### config.mk
export PLATFORM = sky130hd
export DESIGN_NAME = mips_reg_file
export DESIGN_NICKNAME = d
export VERILOG_FILES = /design/src/rtl/mpa_pkg.sv /design/src/rtl/mips_reg_file.sv
export SDC_FILE = /design/constraint.sdc
export NUM_CORES = 2
export LEC_CHECK = 0
export BUFFER_PORTS_ARGS = -buffer_cell sky130_fd_sc_hd__clkbuf_2
export CORE_MARGIN = 3
export CORE_UTILIZATION = 45
export CTS_CLUSTER_DIAMETER = 80
export DETAILED_ROUTE_END_ITERATION = 16
export GPL_ROUTABILITY_DRIVEN = 0
export PLACE_DENSITY_LB_ADDON = 0.2
export SLEW_MARGIN = 40
export SYNTH_ARGS = -nofsm -noshare
export SYNTH_HDL_FRONTEND = slang
export SYNTH_SLANG_ARGS = --single-unit
### constraint.sdc
create_clock -name mem_debug_clk_gate -period 2.36 [get_ports mem_debug_clk_gate]
set_clock_uncertainty 0.05 [all_clocks]
set_input_delay 0.236 -clock mem_debug_clk_gate [delete_from_list [all_inputs] [get_ports mem_debug_clk_gate]]
set_output_delay 0.236 -clock mem_debug_clk_gate [all_outputs]
set_load 0.1 [all_outputs]
### src/rtl/mpa_pkg.sv
package mpa_pkg;

    // Datapath widths
    localparam int DATA_W     = 32;  // Data and instruction word
    localparam int REG_ADDR_W = 5;   // 32 architectural registers

    // Memory depths in words
    localparam int IMEM_DEPTH = 64;
    localparam int DMEM_DEPTH = 64;
    localparam int IMEM_AW    = $clog2(IMEM_DEPTH);
    localparam int DMEM_AW    = $clog2(DMEM_DEPTH);

    // Primary opcodes, instr[31:26]
    localparam logic [5:0] OP_LBU = 6'b10_0100;  // Load byte unsigned
    localparam logic [5:0] OP_LHU = 6'b10_0101;  // Load halfword unsigned
    localparam logic [5:0] OP_LW  = 6'b10_0011;  // Load word
    localparam logic [5:0] OP_LUI = 6'b00_1111;  // Load upper immediate

    // Plain vector types
    typedef logic [DATA_W-1:0]     word_t;
    typedef logic [REG_ADDR_W-1:0] reg_addr_t;
    typedef logic [IMEM_AW-1:0]    imem_addr_t;
    typedef logic [DMEM_AW-1:0]    dmem_addr_t;
    typedef logic [1:0]            dbg_sel_t;

    // Back-door select codes on debug_func, 0 selects nothing
    localparam dbg_sel_t DBG_IM = 2'd1;  // Instruction memory
    localparam dbg_sel_t DBG_DM = 2'd2;  // Data memory
    localparam dbg_sel_t DBG_MR = 2'd3;  // Register file

    // Load kind from the decoder
    typedef enum logic [2:0] {
        LK_NONE,  // Unsupported opcode, no write-back
        LK_LUI,
        LK_LBU,
        LK_LHU,
        LK_LW
    } load_kind_e;

    // Debug pins bundled at the top
    typedef struct packed {
        logic     active;  // mem_debug, core halted
        dbg_sel_t sel;     // Target store
        logic     we;      // Write strobe, level
        word_t    addr;    // Word index, low bits used
        word_t    wdata;
    } debug_req_t;

    // Decoded I-type fields
    typedef struct packed {
        load_kind_e  kind;
        reg_addr_t   rs;   // Base register
        reg_addr_t   rt;   // Destination
        logic [15:0] imm;
    } decode_t;

    // Write-back request into the register file
    typedef struct packed {
        logic      we;
        reg_addr_t waddr;
        word_t     wdata;
    } wb_t;

endpackage

### src/rtl/mips_reg_file.sv
module mips_reg_file (
    input  logic                mem_debug_clk_gate,
    input  logic                HW_RSTn,
    input  mpa_pkg::debug_req_t dbg,
    input  mpa_pkg::decode_t    dec,
    input  mpa_pkg::wb_t        wb,
    output mpa_pkg::word_t      rs_data,
    output mpa_pkg::word_t      mr_rdata
);
    import mpa_pkg::*;

    word_t     regs [2**REG_ADDR_W];  // General purpose registers
    reg_addr_t dbg_idx;
    logic      mr_sel;
    wb_t       wr;                    // Muxed write port

    assign mr_sel  = dbg.active && (dbg.sel == DBG_MR);
    assign dbg_idx = dbg.addr[REG_ADDR_W-1:0];

    // Debug owns the single write port while halted
    always_comb begin
        if (dbg.active) begin
            wr.we    = mr_sel && dbg.we;
            wr.waddr = dbg_idx;
            wr.wdata = dbg.wdata;
        end else begin
            wr = wb;  // Normal load write-back
        end
    end

    always_ff @(posedge mem_debug_clk_gate or negedge HW_RSTn) begin
        if (!HW_RSTn) begin
            for (int i = 0; i < 2**REG_ADDR_W; i++) begin
                regs[i] <= '0;
            end
        end else if (wr.we && (wr.waddr != '0)) begin  // $zero not writable
            regs[wr.waddr] <= wr.wdata;
        end
    end

    // Combinational reads, $zero forced
    assign rs_data  = (dec.rs == '0) ? '0 : regs[dec.rs];
    assign mr_rdata = (mr_sel && (dbg_idx != '0)) ? regs[dbg_idx] : '0;

    // Load unit must drop write-back whenever the core is halted
    wb_quiet_a: assert property (
        @(posedge mem_debug_clk_gate) disable iff (!HW_RSTn)
        dbg.active |-> !wb.we
    ) else $error("mips_reg_file: wb.we high in debug, waddr 0x%0h", wb.waddr);

endmodule

== Yosys cells after proc, flatten, opt, wreduce, memory -nomap -nowiden ==
Cells that the tools add are included.
Widths: inputs -> output; s select.
Operators by class
  bitwise gates (word level): 3
  $lt $le $gt $ge: 4
  muxes and demuxes: 12
  reduce and logical (&&, ||, !) cells: 8
  equality and inequality tests: 1
Operators by type and width (count)
  $bwmux 1024: 1
  $bmux 32 s5: 2
  $mux 32: 7
  $demux 32 s5: 1
  $mux 38: 1
  $ge 6x6->1 const B: 3
  $not 5->6: 3
  $reduce_bool 5->1: 2
  $lt 6x1->1 const B: 1
  $logic_and 1x1->1: 5
  $logic_not 5->1: 1
  $eq 2x2->1 const B: 1
Storage, ports and cells
  flip-flop bits (word level): 1024
  input port bits: 137
  output and inout bits: 64
  logic and storage cells: 60

== Longest topological paths before layout ==
  word-level depth: 10
  gate-level depth with buffers: 9
  depth with buffers taken out: 4

== Worst setup path before layout ==
OpenSTA, ideal clock, no wires.
  kind: input port to output port
  start point: in dbg[32] in the netlist's numbering
  end point: out mr_rdata[19]
  path slack: -2.550 ns
  data arrival time: 4.624 ns
  data required time: 2.074 ns
  stages: 6
  cell sequence: buf_2 buf_6 buf_6 mux4_2 and3_1 a2111oi_1
On the way
  word-level cells in the longest chain between the ends: 5
Ends and longest elaborated chain
  from (decl): RTL line mips_reg_file.sv:4  | input mpa_pkg::debug_req_t dbg,
  $not 5->6 (implied by the code): RTL line mips_reg_file.sv:43  | assign mr_rdata = (mr_sel && (dbg_idx != '0)) ? regs[dbg_idx] : '0;
  $bmux 32 s5: RTL line mips_reg_file.sv:43
  $mux 32 (implied by the code) (2 in a row): RTL line mips_reg_file.sv:43
  $mux 32 (*): RTL line mips_reg_file.sv:43
  to (decl): RTL line mips_reg_file.sv:8  | output mpa_pkg::word_t mr_rdata
Every way passes the cells marked *; elsewhere a longest branch is shown, timed or not. The select of a mux whose other input is x is not followed.

== Worst setup path after layout ==
  start point: reg regs[584] in the netlist's numbering
  end point: out rs_data[8]
On the way
  word-level cells in the longest chain between the ends: 4
Ends and longest elaborated chain
  from (decl): RTL line mips_reg_file.sv:12  | word_t regs [2**REG_ADDR_W];
  from (signal, indexed assignment): RTL line mips_reg_file.sv:37  | regs[wr.waddr] <= wr.wdata;
  $bmux 32 s5: RTL line mips_reg_file.sv:42  | assign rs_data = (dec.rs == '0) ? '0 : regs[dec.rs];
  $mux 32 (implied by the code) (2 in a row): RTL line mips_reg_file.sv:42
  $mux 32: RTL line mips_reg_file.sv:42
  to (decl): RTL line mips_reg_file.sv:7  | output mpa_pkg::word_t rs_data,
Every way passes these cells. The select of a mux whose other input is x is not followed.

==> impl_metrics.env <==
export IMPL_fin_crit_ns=2.79
export IMPL_total_power_uw=54300
export IMPL_cp_start_kind="flip-flop"
export IMPL_cts_path_max_buffers=3
export IMPL_rows=127
export IMPL_clk_pin_slew_worst_paths_ns=0.06
export IMPL_yosysTopAreaCell="dfrtp_1"
export IMPL_p_sw_frac=0.284
export IMPL_clock_latency_ns=0.71
export IMPL_syn_inst=3676
export IMPL_stdcell_area_sq_um=69300
export IMPL_synth_most_common_cell="dfrtp_1"
export IMPL_status="finished with violations"
export IMPL_arrival_ns=2.50
export IMPL_area_growth_pct=26.4
export IMPL_cts_made_buffers=114
export IMPL_ys_ff_latch=1024
export IMPL_start_util=0.455
export IMPL_vias=37400
export IMPL_reg_top3="regs (1024)"
export IMPL_finalHoldViolations=0
export IMPL_crit_type="reg2out"
export IMPL_viasPerCell=6.51
export IMPL_cp_required_ns=2.07
export IMPL_internal_power_uw=38900
export IMPL_synth_xor_area_frac=0
export IMPL_placed_area_sq_um=64200
export IMPL_die_area_sq_um=126000
export IMPL_layout_drive_gt1_share=0.558
export IMPL_clock_power_share=0.350
export IMPL_dp_cells=5532
export IMPL_multi_input_area_sq_um=29300
export IMPL_n_fill_cell=9412
export IMPL_synth_edf_count=0
export IMPL_die_y_um=355
export IMPL_muxShareOfSynthArea=0.418
export IMPL_hold_ws_ns=0.109
export IMPL_grt_use_total=0.298
export IMPL_power_frac_comb=0.224
export IMPL_ys_flop_type="dfrtp_1"
export IMPL_layout_nets=4172
export IMPL_mappedNetlistArea_sq_um=54800
export IMPL_synth_compound_area_share=0.0598
export IMPL_synth_area_per_cell_sq_um=14.9
export IMPL_antenna_found_initial=3
export IMPL_tightest_slew_ns=0.814
export IMPL_worst_path_max_fanout=3
export IMPL_rsz0062_at_grt="yes"
export IMPL_core_area_sq_um=120000
export IMPL_largest_reg_flops=1024
export IMPL_regArea_sq_um=25600
export IMPL_slew_headroom=0.457
export IMPL_p_sw_uw=15400
export IMPL_synthSimpleGateAreaFrac=0.0148
export IMPL_drtAntennaViolNets=0
export IMPL_worst_slack_ns=-0.431
export IMPL_top_register="regs"
export IMPL_post_synth_top_area_fraction=0.468
export IMPL_ios=201
export IMPL_failed_checks="negative setup slack"
export IMPL_h_tree_depth=3
export IMPL_ys_seq_area_frac=0.468
export IMPL_cts_root_buffer="clkbuf_16"
export IMPL_stdcell_count=5741
export IMPL_finalCritPeriodShare=1.18
export IMPL_yosysWarnings=0
export IMPL_fin_util=0.576
export IMPL_clock_sinks=1024
export IMPL_first_iter_violations=3495
export IMPL_syn_nets=3813
export IMPL_cts_tree="yes"
export IMPL_fmax_mhz=358
export IMPL_synthDistinctLibCells=48
export IMPL_vdd_ir_drop_max_mv=0.610
export IMPL_hold_class="in2reg"
export IMPL_power_density_nw_per_um2=784
export IMPL_cap_violations=0
export IMPL_grt_max_degree=77
export IMPL_synth_area_leaders="dfrtp_1 (47%), mux2_2 (16%), mux4_2 (16%)"
export IMPL_crit_path_end_kind="primary output"
export IMPL_power_frac_seq=0.426
export IMPL_die_w_um=355
export IMPL_portBuffers=149
export IMPL_overflow=0
export IMPL_synthAdderAreaFrac=0
export IMPL_cellLeakagePower_uw=0.0312
export IMPL_synthTopCellsByCount="dfrtp_1 (1,024), mux2_2 (796), mux4_2 (385)"
export IMPL_dr_pass1_iters=5
export IMPL_grt_pass1_wl_um=275000
export IMPL_grt_pass1_vias=38500
export IMPL_async_flop_share=1.00
export IMPL_synth_top_family_by_area="multiplexers"
export IMPL_setup_viol=64
export IMPL_wirelength_um=188000
export IMPL_drc=0
export IMPL_hpwl_um=126000
export IMPL_slew_violations=0
export IMPL_wl_per_cell_um=32.8
==> worst paths after layout <==
check	from	end	slack (ns)	cells after the start
worst max-delay path	regs[584]	rs_data[8]	-0.43	6
worst min register to register	regs[1013]	regs[1013]	0.35	0
max in group asynchronous	HW_RSTn	regs[680]	1.42	4
worst min-delay path	wb[5]	regs[101]	0.11	4
min in group asynchronous	HW_RSTn	regs[1007]	0.23	3
worst max register to register	regs[565]	regs[565]	1.42	2
==> metrics by stage <==
step,setup TNS (ns),setup WS (ns)
5_1_grt,-26.61,-0.515
6_report,-21.81,-0.431
3_3_place_gp,-50.36,-0.499
4_1_cts,-24.39,-0.477
2_1_floorplan,-8.42,-0.346
3_5_place_dp,-39.83,-0.534
==> area by class of cell <==
class                           count  share of cell area
Antenna cell                        2           0.0000723
Clock buffer                      167              0.0492
Clock inverter                     41             0.00855
Multi-Input combinational cell   2208               0.423
Sequential cell                  1024               0.370
Tap cell                         1612              0.0291
Timing Repair Buffer              687               0.120
==> power by group through the flow <==
stage / Combinational [uW] / Sequential, uW / Clock (uW)
global route: 12900 / 23500 / 20000
CTS: 12200 / 23000 / 19200
finish: 12200 / 23100 / 19000
floorplan: 8310 / 22500 / 0
detailed placement: 11700 / 23300 / 0
global placement: 11500 / 23100 / 0
==> repair_timing <==
| item | CTS | global route |
|---|---|---|
| pin swaps | 168 | 6 |
| setup endpoints to repair | 64 | 64 |
| setup buffers | 2 | 1 |
| hold buffers | 2 | 0 |
| gates resized for setup | 129 | 15 |
| hold endpoints to repair | 530 | 0 |
==> kinds of logic after synthesis <==
family | count (synthesis)
mux | 1675
flops | 1024
buf+inv | 444
compound gates | 389
simple gates | 144
==> per-layer routing <==
layer | vias up | routed length (um) | track usage
met5 | - | 11 | 0
li1 | 15100 | - | -
met2 | 1518 | 89000 | 0.477
met4 | 2 | 6730 | 0.0970
met3 | 374 | 12900 | 0.0528
met1 | 20300 | 79500 | 0.416
==> placed cells by master (no fill, tap or decap), drive strengths merged, types with 21 or more instances in the layout <==
cell     netlist  layout
a2111oi       64      64
a211oi        61      61
a22o         121     121
buf          207     611
clkbuf       237     242
clkinv         0      23
dfrtp       1024    1024
mux2        1032    1032
mux2i        258     258
mux4         385     385
nand2         21      21
nor3          64      64
o221ai        62      62
o22ai         65      65
==> critical path: stages (launching register included) <==
cell	delay (ns)
dfrtp_1	0.40
mux4_2	0.50
a22o_1	0.23
a2111oi_2	0.23
buf_4	0.18
nor3_4	0.06
buf_12	0.18
(Power assumes the default switching activity.)
